==> src/source/bf16_quant_settings.svh <==
// Shared sizing for the BF16 block abs-max unit
// Lane count per beat, BF16 word width and int8 exponent headroom

`ifndef BF16_QUANT_SETTINGS_SVH
`define BF16_QUANT_SETTINGS_SVH

// ------------------------------
// Beat geometry
// ------------------------------
// Values carried per beat, lane 0 in the low bits
`define BF16_LANES 4
// One BF16 word, sign + 8b exponent + 7b mantissa
`define BF16_W 16

// ------------------------------
// Scale derivation
// ------------------------------
// Exponent headroom so the scaled max lands in [64,128)
`define BF16_INT8_SHIFT 6

`endif
==> src/source/bf16_pkg.sv <==
// Types for the BF16 block abs-max unit
// Value class of the block maximum
// Block accumulator state

`default_nettype none

package bf16_pkg;

    // ------------------------------
    // Value class
    // ------------------------------
    // Subnormals fall into zero, exponent 0 only
    typedef enum logic [1:0] {
        BF16_ZERO   = 2'd0,
        BF16_NORMAL = 2'd1,
        BF16_INF    = 2'd2,
        BF16_NAN    = 2'd3
    } bf16_class_e;

    // ------------------------------
    // Accumulator state
    // ------------------------------
    // Idle waits for the first beat, run folds later beats
    typedef enum logic {
        ACC_IDLE = 1'b0,
        ACC_RUN  = 1'b1
    } accum_state_e;

endpackage : bf16_pkg

`default_nettype wire

==> src/source/bf16_absmax_quant_top.sv <==
// Top level of the BF16 block abs-max unit
// Beat tree, block accumulator and scale generator in a chain
// Closing beat to o_done is three cycles

`timescale 1ns/1ps
`default_nettype none

`include "bf16_quant_settings.svh"

module bf16_absmax_quant_top (
    input  logic                           i_clk,
    input  logic                           i_rst,
    input  logic                           i_valid,
    input  logic                           i_last,
    input  logic [`BF16_LANES*`BF16_W-1:0] i_data,
    output logic                           o_done,
    output logic [`BF16_W-1:0]             o_block_max,
    output bf16_pkg::bf16_class_e          o_max_class,
    output logic [7:0]                     o_shared_exp,
    output logic [`BF16_W-1:0]             o_scale
);

    // ------------------------------
    // Stage links
    // ------------------------------
    // Tree to accumulator
    logic               beat_valid;
    logic               beat_last;
    logic [`BF16_W-1:0] beat_max;
    // Accumulator to scale generator
    logic               blk_done;
    logic [`BF16_W-1:0] blk_max;

    // Stage 1, one beat to its winner
    bf16_absmax_tree u_tree (
        .i_clk   (i_clk),
        .i_rst   (i_rst),
        .i_valid (i_valid),
        .i_last  (i_last),
        .i_data  (i_data),
        .o_valid (beat_valid),
        .o_last  (beat_last),
        .o_max   (beat_max)
    );

    // Stage 2, fold beats of a block
    bf16_block_absmax u_block (
        .i_clk   (i_clk),
        .i_rst   (i_rst),
        .i_valid (beat_valid),
        .i_last  (beat_last),
        .i_max   (beat_max),
        .o_done  (blk_done),
        .o_max   (blk_max)
    );

    // Stage 3, class and scale
    bf16_scale_gen u_scale (
        .i_clk        (i_clk),
        .i_rst        (i_rst),
        .i_done       (blk_done),
        .i_max        (blk_max),
        .o_done       (o_done),
        .o_block_max  (o_block_max),
        .o_max_class  (o_max_class),
        .o_shared_exp (o_shared_exp),
        .o_scale      (o_scale)
    );

endmodule : bf16_absmax_quant_top

`default_nettype wire

==> src/source/bf16_scale_gen.sv <==
// Block max classification and power-of-two scale
// Registers max, class, shared exponent and scale on done

`timescale 1ns/1ps
`default_nettype none

`include "bf16_quant_settings.svh"

module bf16_scale_gen (
    input  logic                   i_clk,
    input  logic                   i_rst,
    input  logic                   i_done,
    input  logic [`BF16_W-1:0]     i_max,
    output logic                   o_done,
    output logic [`BF16_W-1:0]     o_block_max,
    output bf16_pkg::bf16_class_e  o_max_class,
    output logic [7:0]             o_shared_exp,
    output logic [`BF16_W-1:0]     o_scale
);

    // Fields of the block max
    logic [7:0]            max_exp;
    logic [6:0]            max_mant;
    bf16_pkg::bf16_class_e max_class;
    logic [`BF16_W-1:0]    scale;

    assign max_exp  = i_max[14:7];
    assign max_mant = i_max[6:0];

    // ------------------------------
    // Class and scale
    // ------------------------------
    always_comb begin
        max_class = bf16_pkg::BF16_NORMAL;
        scale     = '0;
        if (max_exp == 8'h00) begin
            // Zero and subnormal, scale stays 0
            max_class = bf16_pkg::BF16_ZERO;
        end else if (max_exp == 8'hFF) begin
            if (max_mant == 7'h00) begin
                max_class = bf16_pkg::BF16_INF;
                scale     = 16'h7F80;
            end else begin
                // Canonical quiet NaN
                max_class = bf16_pkg::BF16_NAN;
                scale     = 16'h7FC0;
            end
        end else if (max_exp > 8'(`BF16_INT8_SHIFT)) begin
            // Positive, mantissa 0, exponent minus headroom
            scale = {1'b0, max_exp - 8'(`BF16_INT8_SHIFT), 7'h00};
        end
        // Normal with exponent below 7 flushes to 0
    end

    // Output register, loads only when a block closes
    always_ff @(posedge i_clk) begin
        if (i_rst) begin
            o_done       <= 1'b0;
            o_block_max  <= '0;
            o_max_class  <= bf16_pkg::BF16_ZERO;
            o_shared_exp <= '0;
            o_scale      <= '0;
        end else begin
            o_done <= i_done;
            if (i_done) begin
                o_block_max  <= i_max;
                o_max_class  <= max_class;
                o_shared_exp <= max_exp;
                o_scale      <= scale;
            end
        end
    end

    // Scale sign bit always clear
    a_scale_positive : assert property (
        @(posedge i_clk) disable iff (i_rst) !o_scale[`BF16_W-1]
    );

endmodule : bf16_scale_gen

`default_nettype wire

==> src/source/bf16_block_absmax.sv <==
// Running abs-max across the beats of one block
// Idle/run FSM, running maximum and block result register
// Closing beat gives a done pulse one cycle later

`timescale 1ns/1ps
`default_nettype none

`include "bf16_quant_settings.svh"

module bf16_block_absmax (
    input  logic               i_clk,
    input  logic               i_rst,
    input  logic               i_valid,
    input  logic               i_last,
    input  logic [`BF16_W-1:0] i_max,
    output logic               o_done,
    output logic [`BF16_W-1:0] o_max
);

    // ------------------------------
    // State and running maximum
    // ------------------------------
    bf16_pkg::accum_state_e state;
    logic [`BF16_W-1:0]     run_max;

    // Running max against the new beat winner
    logic [`BF16_W-1:0]     fold_max;
    // Value after this beat, fresh load or fold
    logic [`BF16_W-1:0]     next_max;

    // Running max is operand a so earlier beats win ties
    math_bf16_comparator u_cmp_run (
        .i_a         (run_max),
        .i_b         (i_max),
        .o_max       (fold_max),
        .o_a_greater (),
        .o_equal     ()
    );

    // First beat of a block loads straight in
    assign next_max = (state == bf16_pkg::ACC_IDLE) ? i_max : fold_max;

    // ------------------------------
    // Accumulator FSM
    // ------------------------------
    always_ff @(posedge i_clk) begin
        if (i_rst) begin
            state   <= bf16_pkg::ACC_IDLE;
            run_max <= '0;
            o_max   <= '0;
            o_done  <= 1'b0;
        end else begin
            // Pulse by default
            o_done <= 1'b0;
            if (i_valid) begin
                if (i_last) begin
                    // Block closes, result out, ready for the next block
                    o_max  <= next_max;
                    o_done <= 1'b1;
                    state  <= bf16_pkg::ACC_IDLE;
                end else begin
                    run_max <= next_max;
                    state   <= bf16_pkg::ACC_RUN;
                end
            end
        end
    end

    // ------------------------------
    // Checks
    // ------------------------------
    // Single pulse unless another closing beat follows at once
    a_done_one_cycle : assert property (
        @(posedge i_clk) disable iff (i_rst)
        (o_done && !(i_valid && i_last)) |=> !o_done
    );

    // Every done traces back to a closing beat
    a_done_after_last : assert property (
        @(posedge i_clk) disable iff (i_rst)
        o_done |-> $past(i_valid && i_last)
    );

endmodule : bf16_block_absmax

`default_nettype wire

==> src/source/bf16_absmax_tree.sv <==
// Four-lane BF16 abs-max tree, one register stage
// Pairs lane 0/1 and 2/3, then the two pair winners

`timescale 1ns/1ps
`default_nettype none

`include "bf16_quant_settings.svh"

module bf16_absmax_tree (
    input  logic                           i_clk,
    input  logic                           i_rst,
    input  logic                           i_valid,
    input  logic                           i_last,
    input  logic [`BF16_LANES*`BF16_W-1:0] i_data,
    output logic                           o_valid,
    output logic                           o_last,
    output logic [`BF16_W-1:0]             o_max
);

    // Pair winners and beat winner
    logic [`BF16_W-1:0] max_01;
    logic [`BF16_W-1:0] max_23;
    logic [`BF16_W-1:0] max_beat;

    // ------------------------------
    // Fixed pairing, earlier lane as a
    // ------------------------------
    math_bf16_comparator u_cmp_01 (
        .i_a         (i_data[0*`BF16_W +: `BF16_W]),
        .i_b         (i_data[1*`BF16_W +: `BF16_W]),
        .o_max       (max_01),
        .o_a_greater (),
        .o_equal     ()
    );

    math_bf16_comparator u_cmp_23 (
        .i_a         (i_data[2*`BF16_W +: `BF16_W]),
        .i_b         (i_data[3*`BF16_W +: `BF16_W]),
        .o_max       (max_23),
        .o_a_greater (),
        .o_equal     ()
    );

    // Lanes 0/1 winner stays first
    math_bf16_comparator u_cmp_fin (
        .i_a         (max_01),
        .i_b         (max_23),
        .o_max       (max_beat),
        .o_a_greater (),
        .o_equal     ()
    );

    // Beat register, winner only loads on a valid beat
    always_ff @(posedge i_clk) begin
        if (i_rst) begin
            o_valid <= 1'b0;
            o_last  <= 1'b0;
            o_max   <= '0;
        end else begin
            o_valid <= i_valid;
            // Last is qualified here so it never stands alone
            o_last  <= i_valid && i_last;
            if (i_valid) begin
                o_max <= max_beat;
            end
        end
    end

    // Last strobe only rides on a valid beat
    a_last_needs_valid : assert property (
        @(posedge i_clk) disable iff (i_rst) o_last |-> o_valid
    );

endmodule : bf16_absmax_tree

`default_nettype wire

==> src/source/math_bf16_comparator.sv <==
// BF16 magnitude comparator, purely combinational
// Returns the operand with the larger magnitude, sign kept
// NaN wins first, a wins a double NaN, ties go to a

`timescale 1ns/1ps
`default_nettype none

`include "bf16_quant_settings.svh"

module math_bf16_comparator (
    input  logic [`BF16_W-1:0] i_a,
    input  logic [`BF16_W-1:0] i_b,
    output logic [`BF16_W-1:0] o_max,
    output logic               o_a_greater,
    output logic               o_equal
);

    // ------------------------------
    // Field split
    // ------------------------------
    logic [7:0]  exp_a;
    logic [7:0]  exp_b;
    logic [6:0]  mant_a;
    logic [6:0]  mant_b;
    // Sign dropped, exponent on top so plain compare orders them
    logic [14:0] mag_a;
    logic [14:0] mag_b;

    // Special value flags
    logic a_nan;
    logic b_nan;
    logic a_inf;
    logic b_inf;

    assign exp_a  = i_a[14:7];
    assign exp_b  = i_b[14:7];
    assign mant_a = i_a[6:0];
    assign mant_b = i_b[6:0];
    assign mag_a  = i_a[14:0];
    assign mag_b  = i_b[14:0];

    // All-ones exponent, mantissa picks NaN vs infinity
    assign a_nan = (exp_a == 8'hFF) && (mant_a != 7'h00);
    assign b_nan = (exp_b == 8'hFF) && (mant_b != 7'h00);
    assign a_inf = (exp_a == 8'hFF) && (mant_a == 7'h00);
    assign b_inf = (exp_b == 8'hFF) && (mant_b == 7'h00);

    // ------------------------------
    // Winner select
    // ------------------------------
    always_comb begin
        o_max       = i_b;
        o_a_greater = 1'b0;
        o_equal     = 1'b0;
        if (a_nan) begin
            // First NaN holds, also on NaN vs NaN
            o_max       = i_a;
            o_a_greater = 1'b1;
        end else if (b_nan) begin
            o_max       = i_b;
        end else if (a_inf || b_inf) begin
            // Infinity over any finite value, two infinities tie
            o_max       = a_inf ? i_a : i_b;
            o_a_greater = a_inf && !b_inf;
            o_equal     = a_inf && b_inf;
        end else if (mag_a == mag_b) begin
            // Tie, earlier operand kept, +0 vs -0 included
            o_max       = i_a;
            o_equal     = 1'b1;
        end else if (mag_a > mag_b) begin
            o_max       = i_a;
            o_a_greater = 1'b1;
        end else begin
            o_max       = i_b;
        end
    end

endmodule : math_bf16_comparator

`default_nettype wire

==> config.mk <==
export PLATFORM = sky130hd
export DESIGN_NAME = bf16_absmax_quant_top
export DESIGN_NICKNAME = d
export VERILOG_FILES = /design/src/source/bf16_pkg.sv /design/src/source/bf16_absmax_quant_top.sv /design/src/source/bf16_scale_gen.sv /design/src/source/bf16_block_absmax.sv /design/src/source/bf16_absmax_tree.sv /design/src/source/math_bf16_comparator.sv
export VERILOG_INCLUDE_DIRS = /design/src /design/src/source
export SDC_FILE = /design/constraint.sdc
export NUM_CORES = 1
export LEC_CHECK = 0
export ABC_CLOCK_PERIOD_IN_PS = 7970
export BUFFER_PORTS_ARGS = -buffer_cell sky130_fd_sc_hd__buf_2
export CAP_MARGIN = 15
export CORE_UTILIZATION = 60
export CTS_CLUSTER_SIZE = 8
export DETAILED_ROUTE_END_ITERATION = 7
export HOLD_SLACK_MARGIN = 0.05
export PLACE_DENSITY = 0.83
export RECOVER_POWER = 100
export SLEW_MARGIN = 20
export SYNTH_ARGS = -nofsm -noshare
export SYNTH_HDL_FRONTEND = slang
export SYNTH_SLANG_ARGS = --single-unit
==> constraint.sdc <==
create_clock -name i_clk -period 7.97 [get_ports i_clk]
set_clock_uncertainty 0.2 [all_clocks]
set_input_delay 0.797 -clock i_clk [delete_from_list [all_inputs] [get_ports i_clk]]
set_output_delay 0.797 -clock i_clk [all_outputs]
set_load 0.03 [all_outputs]
* Word level (Yosys, flattened, before mapping)
Cells that the tools add are included.
** Word-level totals
- Flip-flop bits (word level) :: 95
- Input bits :: 68
- Output and inout port bits :: 43
- Word-level logic and storage cells :: 109
** Cells by class
- Add/sub/neg operators :: 1
- $lt $le $gt $ge :: 5
- Eq/ne operators :: 13
- Muxes and demuxes :: 34
- Bitwise gates (word level) :: 2
- Reductions and logical operators :: 42
** Operators by type and width (count)
- 2-to-1 mux 16 bit :: 27
- == test 8 bit (second input constant) :: 9
- logical NOT 7 bit :: 9
- == test 15 bit :: 4
- > comparator 15 bit :: 4
- nonzero test 7 bit :: 8
- logical AND 1 bit :: 17
- 2-to-1 mux 15 bit :: 1
- > comparator 8 x 3 -> 1 bit (second input constant) :: 1
- logical NOT 8 bit :: 1
- subtractor 8 x 3 -> 8 bit (second input constant) :: 1
- 2-to-1 mux 7 bit :: 1
- logical OR 1 bit :: 4
- 2-to-1 mux 2 bit :: 2
- AND reduction 2 bit :: 2
- 2-to-1 mux 1 bit :: 3
- inverter 1 bit :: 2
- OR reduction 2 bit :: 1

* Depth between registers and ports, before layout
Gate-level depths: netlist of run 1.
- Depth in word-level cells :: 12
- Mapped depth :: 24
- Gate-level depth less buffers :: 22

* Hierarchy
A second synthesis of run 1 with hierarchy kept.
** Second synthesis, totals
- Cell total of the unflattened synthesis :: 750
- Area, all modules :: 6434.9 um^2
** Modules (own cells, without submodules)
- math_bf16_comparator (u_block.u_cmp_run ...) :: times used 2, cells an instance 107, area each 792.0 um^2, sequential area each 0.0 um^2
- math_bf16_comparator (u_tree.u_cmp_23 ...) :: times used 2, cells an instance 107, area each 778.2 um^2, sequential area each 0.0 um^2
- bf16_block_absmax :: times used 1, cells an instance 129, area each 1381.3 um^2, sequential area each 680.7 um^2
- bf16_scale_gen :: times used 1, cells an instance 137, area each 1276.2 um^2, sequential area each 560.5 um^2
- bf16_absmax_tree :: times used 1, cells an instance 56, area each 636.9 um^2, sequential area each 360.3 um^2

* Least setup slack after synthesis of run 1
Ideal clock, no wire load.
- Kind :: in2reg
- Start :: input i_data[56]
- End :: register u_tree.o_max[8]
- Library setup time :: 0.132 ns
- Data arrival time :: 4.877 ns
- Data required time :: 7.638 ns
- Slack :: 2.760 ns
- Cell stages on the path :: 21
- Path buffers :: 3
- Cell sequence :: inv_1 ha_1 a21o_1 a221o_1 a21oi_1 o21ai_1 a22oi_1 buf_2 mux2i_1 ha_1 a21o_1 a21o_1 a221o_1 a211oi_1 or2_1 and2_1 clkbuf_1 o21ai_4 buf_6 o221ai_1 a21oi_1
** Between the ends
- Word-level cells in the longest chain between the ends :: 12
- Elaborated cells on any way between the ends :: 26
- Classes of those cells :: order compare: 2; eq/ne: 4; mux: 12; reduce/logical: 8
** RTL lines
- from (decl) :: line bf16_absmax_quant_top.sv:15 : input logic [`BF16_LANES*`BF16_W-1:0] i_data,
- > comparator 15 bit or == test 8 bit (tied branches) :: line math_bf16_comparator.sv:70, math_bf16_comparator.sv:44, math_bf16_comparator.sv:46
- 2-to-1 mux 16 bit or logical AND 1 bit (tied branches) :: line math_bf16_comparator.sv:70, math_bf16_comparator.sv:46
- 2-to-1 mux 16 bit or logical OR 1 bit (tied branches) :: line math_bf16_comparator.sv:66, math_bf16_comparator.sv:61
- 2-to-1 mux 16 bit :: line math_bf16_comparator.sv:61 : end else if (a_inf || b_inf) begin
- 2-to-1 mux 16 bit * :: line math_bf16_comparator.sv:59 : end else if (b_nan) begin
- 2-to-1 mux 16 bit * :: line math_bf16_comparator.sv:55 : if (a_nan) begin
- > comparator 15 bit (tied with other cells) :: line math_bf16_comparator.sv:70 : end else if (mag_a > mag_b) begin
- 2-to-1 mux 16 bit or logical AND 1 bit (tied branches) :: line math_bf16_comparator.sv:70, math_bf16_comparator.sv:46
- 2-to-1 mux 16 bit or logical OR 1 bit (tied branches) :: line math_bf16_comparator.sv:66, math_bf16_comparator.sv:61
- 2-to-1 mux 16 bit :: line math_bf16_comparator.sv:61
- 2-to-1 mux 16 bit * :: line math_bf16_comparator.sv:59
- 2-to-1 mux 16 bit * :: line math_bf16_comparator.sv:55
- to (signal assigned) :: line bf16_absmax_tree.sv:64 : o_max <= max_beat;
- to (decl) :: line bf16_absmax_tree.sv:17 : output logic [`BF16_W-1:0] o_max
Mark *: on every way between the ends. The rest lies on a longest branch, timed or not.
A chain may end at the register's enable or synchronous reset.

* Final worst setup path of run 1
Ends and elaborated chain as after synthesis.

==> flow_metrics.py, run 1 <==
metrics = {
    "clock_tree": {
        "cts_tree": "done",
        "cts_resized": 0,
        "clk_pin_slew_ps": 80,
        "ctsHoldBuffers": 0,
        "cts.sinks": 80,
        "cts_buffers": 9,
        "cts_buffer_depth": 2,
        "clockRootBuffer": "clkbuf_8",
        "post-cts-setup-buffers": 0,
        "htreeDepth": 3,
        "clock_latency_ps": 370,
    },
    "route": {
        "drt-total-wl_um": 17000,
        "first_pass_iters": 8,
        "vias_per_cell": 6.34,
        "drc": 0,
        "ant_nets": 0,
        "routedWlPerCell_um": 17.8,
        "initialDrtViolationCount": 482,
        "vias": 6057,
    },
    "min_path": {
        "hold_class": "reg2reg",
        "hold_path_depth": 2,
    },
    "sta": {
        "worstMarginPinSlew_ps": 2010,
        "post-route-min-period_ps": 6200,
        "setup_viol": 0,
        "timing.fmax_mhz": 161,
        "fin_ws_ps": 1770,
        "slew_violations": 61,
        "rsz0062_at_grt": "false",
        "finalHoldViolCount": 0,
        "fin_crit_sh_pct": 77.8,
        "max_slew_margin_pct": -34.1,
        "setup_tns_ps": 0,
    },
    "worst_setup_path": {
        "crit_required_ps": 7930,
        "path_class": "in2reg",
        "crit_fanout": 14,
        "r2r_cells": 12,
        "cp_data_arrival_time_ps": 6160,
        "endpoint_kind": "flip-flop",
        "start_kind": "input port",
    },
    "synthesis": {
        "async_flop_share_pct": 0,
        "synth.top_cell.area_share_pct": 26.8,
        "synth-main-ff-cell": "dfxtp_1",
        "syn_area_per_cell_um2": 8.11,
        "yosysTopAreaCell": "dfxtp_1",
        "yosysWarnings": 0,
        "synth_cell_types": 81,
        "synth_seq_area_share_pct": 26.8,
        "synth_edf_count": 0,
        "yosys-top-cells-area": "dfxtp_1 (27%), ha_1 (13%), nand2_1 (5.4%), mux2i_1 (5.0%), inv_1 (3.3%)",
        "syn_inst": 736,
        "synth-seq-cells": 80,
        "synthesis.area_mm2": 0.00597,
    },
    "die": {
        "core_area_mm2": 0.00968,
        "initial_core_util_pct": 61.6,
        "io_pins": 111,
        "dieHeight_um": 102,
        "rows": 36,
        "die_area_mm2": 0.0103,
        "die_w_um": 102,
    },
    "run_status": {
        "status": "finished with violations",
        "violations": "max-capacitance violations, max-slew violations",
    },
    "finish": {
        "multi_input_area_mm2": 0.00394,
        "final_nets": 947,
        "syn_to_final_growth_pct": 10.7,
        "nFillCells": 815,
        "regArea_mm2": 0.00160,
        "antenna_cells": 0,
        "drive_above_1_share_pct": 12.9,
    },
    "placed_design": {
        "post-place-ws_ps": 2300,
        "gp_congestion": 0.948,
        "port_buffers": 103,
        "hpwlAfterDp_um": 13600,
    },
    "global_route": {
        "track_usage_pct": 33.1,
        "grt_max_degree": 46,
        "grt_pass1_wl_um": 26900,
        "grt_pass1_vias": 5690,
        "globalRouteOverflowTotal": 0,
        "antenna_found_initial": 0,
    },
    "power_and_ir_drop": {
        "p_leak_nw": 2.90,
        "power_density_mw_per_mm2": 166,
        "ir_worst_vdd_mv": 0.101,
    },
    "run": {
        "maxCapViolCount": 2,
    },
}
-- metrics by stage --
stage	area, um2	cells	hold WS (ps)	total power, mW	utilization, %
floorplan	5990	742	225	0.695	-
global placement	6470	940	242	0.781	66.8
detailed placement	6470	940	266	0.795	66.8
CTS	6680	956	279	1.10	69.0
global route	6610	956	302	1.15	68.2
finish	6610	956	282	1.10	68.2
-- Yosys cell counts, types with 4 or more instances --
master / n
nor4_1: 8
inv_1: 53
nor2_1: 53
mux2i_1: 30
a21o_1: 15
nand4_1: 20
clkbuf_1: 20
a22o_1: 12
nor2b_1: 8
a31oi_1: 14
o21a_1: 11
o221a_1: 4
buf_4: 15
or4_1: 9
and3_1: 6
nand2_1: 86
a211oi_1: 4
nor3_1: 6
nand3_1: 20
o221a_2: 8
ha_1: 61
buf_1: 4
a21oi_1: 38
o211ai_1: 5
o22ai_1: 4
nand2b_1: 16
dfxtp_1: 80
xor2_1: 4
o21ai_0: 29
o21ai_1: 8
o221ai_1: 10
-- area by class of cell --
cell class | count | area share (%)
Clock buffer | 11 | 2.29
Clock inverter | 5 | 0.833
Inverter | 54 | 3.07
Multi-Input combinational cell | 567 | 59.7
Sequential cell | 80 | 24.2
Tap cell | 133 | 2.52
Timing Repair Buffer | 106 | 7.37
-- where the power goes --
part	switching (mW)	internal, mW
clock	0.147	0.160
combinational	0.207	0.138
sequential	0.0259	0.419
-- state kept, by name, indices dropped and copies added (netlist names) --
name	count
u_block.o_max	16
u_scale.o_scale	9
u_scale.o_max_class	2
u_scale.o_block_max	16
u_block.o_done	1
u_block.run_max	16
u_block.state	1
u_scale.o_done	1
u_tree.o_last	1
u_tree.o_max	16
u_tree.o_valid	1
-- cell families (layout without fill, tap and decap cells) --
kind of cell / count (synthesis) / count (layout) / synth area share [%]
simple gates: 252 / 252 / 20.8
xor+xnor: 5 / 5 / 0.734
flops: 80 / 80 / 26.8
mux: 31 / 31 / 5.22
fa+ha+maj: 61 / 61 / 12.8
other cells: 1 / 7 / 0.0629
buf+inv: 95 / 176 / 7.07
compound gates: 211 / 211 / 26.5
-- routing by layer --
metal  GRT usage [%]  routed length, um  up-vias
met3            5.18               1150       35
met1            38.2               6880     2848
met4            10.1                373        0
met5               0                  0        -
li1                -                  -     2870
met2            62.1               8650      304
-- layout by cell type (no fill, tap or decap), drive strengths merged, types with 4 or more instances in the layout --
cell type / n
a31oi: 14
nand2b: 16
buf: 67
xor2: 4
o221a: 12
a21o: 15
o22ai: 4
inv: 53
nand4: 20
mux2i: 30
conb: 7
a22o: 12
nand2: 86
o21ai: 40
or4: 10
clkbuf: 50
o211ai: 6
dfxtp: 80
or2: 6
a211oi: 5
and2: 4
ha: 61
nor3: 6
nor4: 8
o221ai: 10
nor2b: 8
o21a: 11
o2bb2ai: 4
nor2: 53
a21oi: 38
nand3: 20
and3: 6
-- final timing paths --
| path | from | to | slack [ps] |
|---|---|---|---|
| max | i_data[56] | u_tree.o_max[8]$_SDFFE_PP0P_ | 1770 |
| min | u_scale.o_scale[6]$_SDFFE_PP0P_ | u_scale.o_scale[6]$_SDFFE_PP0P_ | 280 |
| max reg2reg | u_tree.o_max[11]$_SDFFE_PP0P_ | u_block.run_max[12]$_SDFFE_PP0P_ | 4100 |
| min reg2reg | u_scale.o_scale[6]$_SDFFE_PP0P_ | u_scale.o_scale[6]$_SDFFE_PP0P_ | 280 |
-- critical path, cell delays in order --
cell	delay, ps
clkbuf_1	120
inv_1	60
ha_1	280
a21o_1	180
a221o_1	310
a21oi_1	120
o21ai_0	250
a22oi_1	580
mux2i_1	390
ha_1	310
a21o_1	160
a21o_1	180
a221o_1	330
a211oi_1	270
or2_0	260
and2_0	390
o21ai_0	630
o221ai_1	400
a21oi_1	100
Note: power is estimated with default switching activity, not from simulation.
==> run 2, diff against run 1 <==
--- a/config.mk
+++ b/config.mk
@@ -6,14 +6,14 @@
 export SDC_FILE = /design/constraint.sdc
 export NUM_CORES = 1
 export LEC_CHECK = 0
-export ABC_CLOCK_PERIOD_IN_PS = 7970
+export ABC_CLOCK_PERIOD_IN_PS = 6100
 export BUFFER_PORTS_ARGS = -buffer_cell sky130_fd_sc_hd__buf_2
 export CAP_MARGIN = 15
-export CORE_UTILIZATION = 60
+export CORE_UTILIZATION = 57
 export CTS_CLUSTER_SIZE = 8
 export DETAILED_ROUTE_END_ITERATION = 7
 export HOLD_SLACK_MARGIN = 0.05
-export PLACE_DENSITY = 0.83
+export PLACE_DENSITY = 0.8
 export RECOVER_POWER = 100
 export SLEW_MARGIN = 20
 export SYNTH_ARGS = -nofsm -noshare
==> constraint.sdc (replaced) <==
create_clock -name i_clk -period 6.1 [get_ports i_clk]
set_clock_uncertainty 0.2 [all_clocks]
set_input_delay 0.61 -clock i_clk [delete_from_list [all_inputs] [get_ports i_clk]]
set_output_delay 0.61 -clock i_clk [all_outputs]
set_load 0.03 [all_outputs]
==> run 2 against run 1 <==
Setup slack worse by 1100 ps. Sequential power is 31% higher. Clock power is 16% higher. Hold slack worse by 16 ps. The run still ends with max-capacitance violations, max-slew violations left. Combinational power grew 30%. Global-route usage is 2.2 points lower. Non-clock buffer count stayed put. Register-to-register slack lost 1800 ps.
==> flow_metrics.py, run 2 (synthesis results as in run 1) <==
metrics = {
    "run_status": {
        "status": "finished with violations",
        "violations": "max-capacitance violations, max-slew violations",
    },
    "die": {
        "die_w_um": 104,
        "core_area_mm2": 0.00995,
        "die_area_mm2": 0.0109,
        "rows": 36,
        "io_pins": 111,
        "dieHeight_um": 104,
        "initial_core_util_pct": 59.9,
    },
    "sta": {
        "setup_tns_ps": 0,
        "post-route-min-period_ps": 5400,
        "hold_ws_ps": 266,
        "rsz0062_at_grt": "false",
        "fin_crit_sh_pct": 88.6,
        "timing.fmax_mhz": 185,
        "setup_viol": 0,
        "worstMarginPinSlew_ps": 2000,
        "max_slew_margin_pct": -33.3,
        "finalHoldViolCount": 0,
        "slew_violations": 46,
    },
    "worst_setup_path": {
        "crit_fanout": 14,
        "endpoint_kind": "flip-flop",
        "crit_required_ps": 6050,
        "cp_data_arrival_time_ps": 5350,
        "start_kind": "input port",
        "path_class": "in2reg",
    },
    "clock_tree": {
        "ctsHoldBuffers": 0,
        "post-cts-setup-buffers": 0,
        "cts_tree": "done",
        "clk_pin_slew_ps": 80,
        "cts_buffer_depth": 2,
        "htreeDepth": 3,
        "clock_latency_ps": 360,
        "cts_buffers": 9,
        "cts_resized": 0,
        "clockRootBuffer": "clkbuf_8",
        "cts.sinks": 80,
    },
    "power_and_ir_drop": {
        "p_comb_share_pct": 32.3,
        "seqPwrFrac_pct": 41.9,
        "p_int_uw": 889,
        "ir_worst_vdd_mv": 0.134,
        "pwr-share-clk_pct": 25.9,
        "switchingPower_uw": 495,
        "p_leak_nw": 2.89,
        "sw_frac_of_total_pct": 35.8,
        "power_density_mw_per_mm2": 210,
    },
    "finish": {
        "regArea_mm2": 0.00160,
        "antenna_cells": 0,
        "final_nets": 947,
        "nFillCells": 902,
        "syn_to_final_growth_pct": 10.6,
        "final_cell_mix": "nand2_1 (86), dfxtp_1 (80), buf_2 (66)",
        "drive_above_1_share_pct": 13.2,
        "final_common_cell": "nand2_1",
        "multi_input_area_mm2": 0.00396,
        "fin_util_pct": 66.3,
    },
    "route": {
        "drc": 0,
        "vias_per_cell": 6.20,
        "first_pass_iters": 6,
        "ant_nets": 0,
        "vias": 5928,
        "drt-total-wl_um": 16500,
        "routedWlPerCell_um": 17.3,
        "initialDrtViolationCount": 379,
    },
    "placed_design": {
        "port_buffers": 103,
        "gp_congestion": 0.967,
        "hpwlAfterDp_um": 13300,
    },
    "run": {
        "maxCapViolCount": 1,
    },
    "global_route": {
        "grt_pass1_wl_um": 27300,
        "grt_pass1_vias": 5683,
        "antenna_found_initial": 0,
        "globalRouteOverflowTotal": 0,
        "track_usage_pct": 30.9,
        "grt_max_degree": 46,
    },
    "min_path": {
        "hold_class": "reg2reg",
    },
}
## run 2: power groups by stage
stage / Sequential, mW / Combinational, mW / Clock, mW
floorplan: 0.578 / 0.330 / 0
global placement: 0.590 / 0.434 / 0
detailed placement: 0.591 / 0.442 / 0
CTS: 0.579 / 0.446 / 0.365
global route: 0.583 / 0.498 / 0.384
finish: 0.580 / 0.447 / 0.358
## run 2: area by class of cell
type / count / share of cell area (%)
clock buffers: 11 / 2.14
clock inverters: 5 / 0.607
inverters: 54 / 3.07
multi-input cells: 567 / 60.0
flip-flops and latches: 80 / 24.3
well taps: 133 / 2.52
repair buffers: 106 / 7.39
## run 2: metal layers
metal	vias up	GRT usage, %	part of all wire (%)
li1	2871	-	-
met1	2741	35.0	40
met2	267	56.9	51
met3	49	4.39	5.9
met4	0	13.5	3.2
met5	-	0	0
## run 2: critical path: stages
cell	delay (ps)
buf_2	110
inv_1	40
ha_1	280
a21o_1	190
a221o_1	310
a21oi_1	150
o21ai_1	190
a22oi_1	560
buf_4	280
mux2i_1	330
ha_1	310
nor2b_1	130
o21a_1	160
o211ai_1	170
a21oi_1	90
a211oi_1	270
or2_1	210
and2_0	430
o21ai_4	220
o221ai_1	220
a21oi_1	90
## run 2: final timing paths
| kind | startpoint | to | slack [ps] | depth (start not counted) |
|---|---|---|---|---|
| max | i_data[56] | u_tree.o_max[8]$_SDFFE_PP0P_ | 700 | 21 |
| max reg2reg | u_tree.o_max[11]$_SDFFE_PP0P_ | u_block.run_max[11]$_SDFFE_PP0P_ | 2310 | 12 |
| min | u_block.o_max[15]$_SDFFE_PP0P_ | u_block.o_max[15]$_SDFFE_PP0P_ | 270 | 2 |
| min reg2reg | u_block.o_max[15]$_SDFFE_PP0P_ | u_block.o_max[15]$_SDFFE_PP0P_ | 270 | 2 |
## run 2: stage by stage
| step | power, mW | cells | setup WS [ps] | area (um2) |
|---|---|---|---|---|
| 6_report | 1.38 | 956 | 698 | 6600 |
| 5_1_grt | 1.46 | 956 | 284 | 6600 |
| 4_1_cts | 1.39 | 956 | 898 | 6660 |
| 3_5_place_dp | 1.03 | 940 | 523 | 6470 |
| 3_3_place_gp | 1.02 | 940 | 708 | 6470 |
| 2_1_floorplan | 0.908 | 742 | 1080 | 5990 |
==> run 3, diff against run 2 <==
--- a/config.mk
+++ b/config.mk
@@ -9,11 +9,13 @@
 export ABC_CLOCK_PERIOD_IN_PS = 6100
 export BUFFER_PORTS_ARGS = -buffer_cell sky130_fd_sc_hd__buf_2
 export CAP_MARGIN = 15
-export CORE_UTILIZATION = 57
+export CELL_PAD_IN_SITES_DETAIL_PLACEMENT = 0
+export CELL_PAD_IN_SITES_GLOBAL_PLACEMENT = 1
+export CORE_UTILIZATION = 42
 export CTS_CLUSTER_SIZE = 8
 export DETAILED_ROUTE_END_ITERATION = 7
 export HOLD_SLACK_MARGIN = 0.05
-export PLACE_DENSITY = 0.8
+export PLACE_DENSITY = 0.79
 export RECOVER_POWER = 100
 export SLEW_MARGIN = 20
 export SYNTH_ARGS = -nofsm -noshare
==> run 3 against run 2 <==
Global-route usage decreased by 7.3 points. The flow still finishes with violations (max-capacitance violations, max-slew violations). Register-to-register slack about the same. Power increased by 11%. Maximum frequency decreased by 0.85%. Largest cell class unchanged. Via count decreased by 3.0%.
==> flow_metrics.py, run 3 (synthesis results as in run 1) <==
metrics = {
    "placed_design": {
        "port_buffers": 103,
        "dpl_cell_area_mm2": 0.00654,
        "hpwlAfterDp_um": 13600,
        "gp_congestion": 0.918,
        "dpl.cell_count": 988,
    },
    "sta": {
        "finalHoldViolCount": 0,
        "setup_viol": 0,
        "slew_violations": 46,
        "timing.fmax_mhz": 184,
        "fin_crit_sh_pct": 89.3,
        "setup_tns_ps": 0,
        "rsz0062_at_grt": "false",
        "post-route-min-period_ps": 5450,
        "max_slew_margin_pct": -40.2,
        "worstMarginPinSlew_ps": 2100,
    },
    "finish": {
        "antenna_cells": 0,
        "drive_above_1_share_pct": 12.8,
        "multi_input_area_mm2": 0.00396,
        "fin_util_pct": 48.7,
        "final_nets": 948,
        "fin_cells": 1001,
        "postLayoutCellArea_mm2": 0.00676,
        "syn_to_final_growth_pct": 13.3,
        "final_common_cell": "nand2_1",
        "nFillCells": 1429,
        "final_cell_mix": "nand2_1 (86), dfxtp_1 (80), buf_2 (67)",
        "regArea_mm2": 0.00160,
    },
    "route": {
        "initialDrtViolationCount": 364,
        "vias_per_cell": 5.74,
        "ant_nets": 0,
        "drt-total-wl_um": 16800,
        "first_pass_iters": 7,
        "vias": 5749,
        "drc": 0,
        "routedWlPerCell_um": 16.8,
    },
    "worst_setup_path": {
        "cp_data_arrival_time_ps": 5480,
        "endpoint_kind": "flip-flop",
        "slowest_stage": "a22oi_1",
        "crit_required_ps": 6140,
        "path_class": "in2reg",
        "crit_path_cell_trace": "buf_2, ha_1, a21o_1, a221o_1, a21oi_1, o21ai_0, a22oi_1, buf_4, mux2i_1, ha_1, nand4_1, o21bai_1, a221o_1, a211oi_1, or2_1, and2_1, o21ai_4, o31a_1, a21oi_1",
        "max_stage_delay_ps": 600,
        "start_kind": "input port",
        "worst-path-buf-inv": 2,
        "critical-path-top-delay-family": "compound AO/OA/AOI/OAI gates",
        "crit_fanout": 14,
    },
    "die": {
        "rows": 43,
        "die_area_mm2": 0.0147,
        "io_pins": 111,
        "dieHeight_um": 121,
        "core_area_mm2": 0.0139,
        "die_w_um": 121,
        "initial_core_util_pct": 43.0,
    },
    "clock_tree": {
        "cts_buffer_depth": 2,
        "clock_latency_ps": 330,
        "cts_buffers": 9,
        "clk_pin_slew_ps": 60,
        "ctsHoldBuffers": 0,
        "clockRootBuffer": "clkbuf_16",
        "cts_tree": "done",
        "htreeDepth": 3,
        "post-cts-setup-buffers": 0,
        "cts.sinks": 80,
        "cts_resized": 0,
    },
    "power_and_ir_drop": {
        "ir_worst_vdd_mv": 0.122,
        "switchingPower_uw": 490,
        "seqPwrFrac_pct": 37.8,
        "p_leak_nw": 2.94,
        "p_comb_share_pct": 28.8,
        "power_density_mw_per_mm2": 228,
        "sw_frac_of_total_pct": 31.8,
        "pwr-share-clk_pct": 33.4,
        "p_int_mw": 1.05,
    },
    "min_path": {
        "hold_class": "reg2reg",
    },
    "run_status": {
        "status": "finished with violations",
        "violations": "max-capacitance violations, max-slew violations",
    },
    "global_route": {
        "grt_max_degree": 46,
        "grt_pass1_wl_um": 27600,
        "antenna_found_initial": 0,
        "grt_pass1_vias": 5651,
        "globalRouteOverflowTotal": 0,
        "track_usage_pct": 23.5,
    },
    "run": {
        "maxCapViolCount": 1,
    },
}
==> run 3: worst paths after layout <==
path	startpoint	end	slack [ps]	depth (start not counted)
hold reg to reg	u_block.o_max[15]$_SDFFE_PP0P_	u_block.o_max[15]$_SDFFE_PP0P_	260	2
hold / removal	u_block.o_max[15]$_SDFFE_PP0P_	u_block.o_max[15]$_SDFFE_PP0P_	260	2
setup / recovery	i_data[40]	u_tree.o_max[3]$_SDFFE_PP0P_	650	19
setup reg to reg	u_tree.o_max[1]$_SDFFE_PP0P_	u_block.run_max[11]$_SDFFE_PP0P_	2310	12
==> run 3: cell type report <==
cell class                      count  area share [%]
Multi-Input combinational cell    567            58.6
Sequential cell                    80            23.7
Timing Repair Buffer              107            7.29
Clock buffer                       12            3.65
Tap cell                          180            3.33
Inverter                           54            3.00
Clock inverter                      1           0.444
==> run 3: power groups by stage <==
| stage | clock network [mW] | registers (mW) | logic [mW] |
|---|---|---|---|
| floorplan | 0 | 0.578 | 0.330 |
| global placement | 0 | 0.591 | 0.435 |
| detailed placement | 0 | 0.592 | 0.445 |
| CTS | 0.527 | 0.580 | 0.447 |
| global route | 0.551 | 0.585 | 0.494 |
| finish | 0.515 | 0.581 | 0.444 |
==> run 3: stage by stage <==
stage	setup slack [ps]	hold WS [ps]	total power, mW
CTS	867	272	1.55
finish	652	261	1.54
global route	185	299	1.63
floorplan	1080	225	0.908
global placement	708	247	1.03
detailed placement	527	257	1.04
==> run 3: worst register-to-register path, delay by kind of cell, from the launching register on <==
family                     cells  cell delay, ps
AOI/OAI and AO/OA              8            2250
and+or+nand+nor                2             450
DFF                            1             370
adders and majority gates      1             310
buffers and inverters          1             100
==> run 3: routing by layer <==
metal	vias to the layer above	wire [um]	global-route usage (%)	share of wire, %
li1	2867	-	-	-
met1	2651	7580	29.1	45
met2	197	7990	40.6	47
met3	34	748	3.48	4.4
met4	0	507	9.57	3.0
met5	-	0	0	0
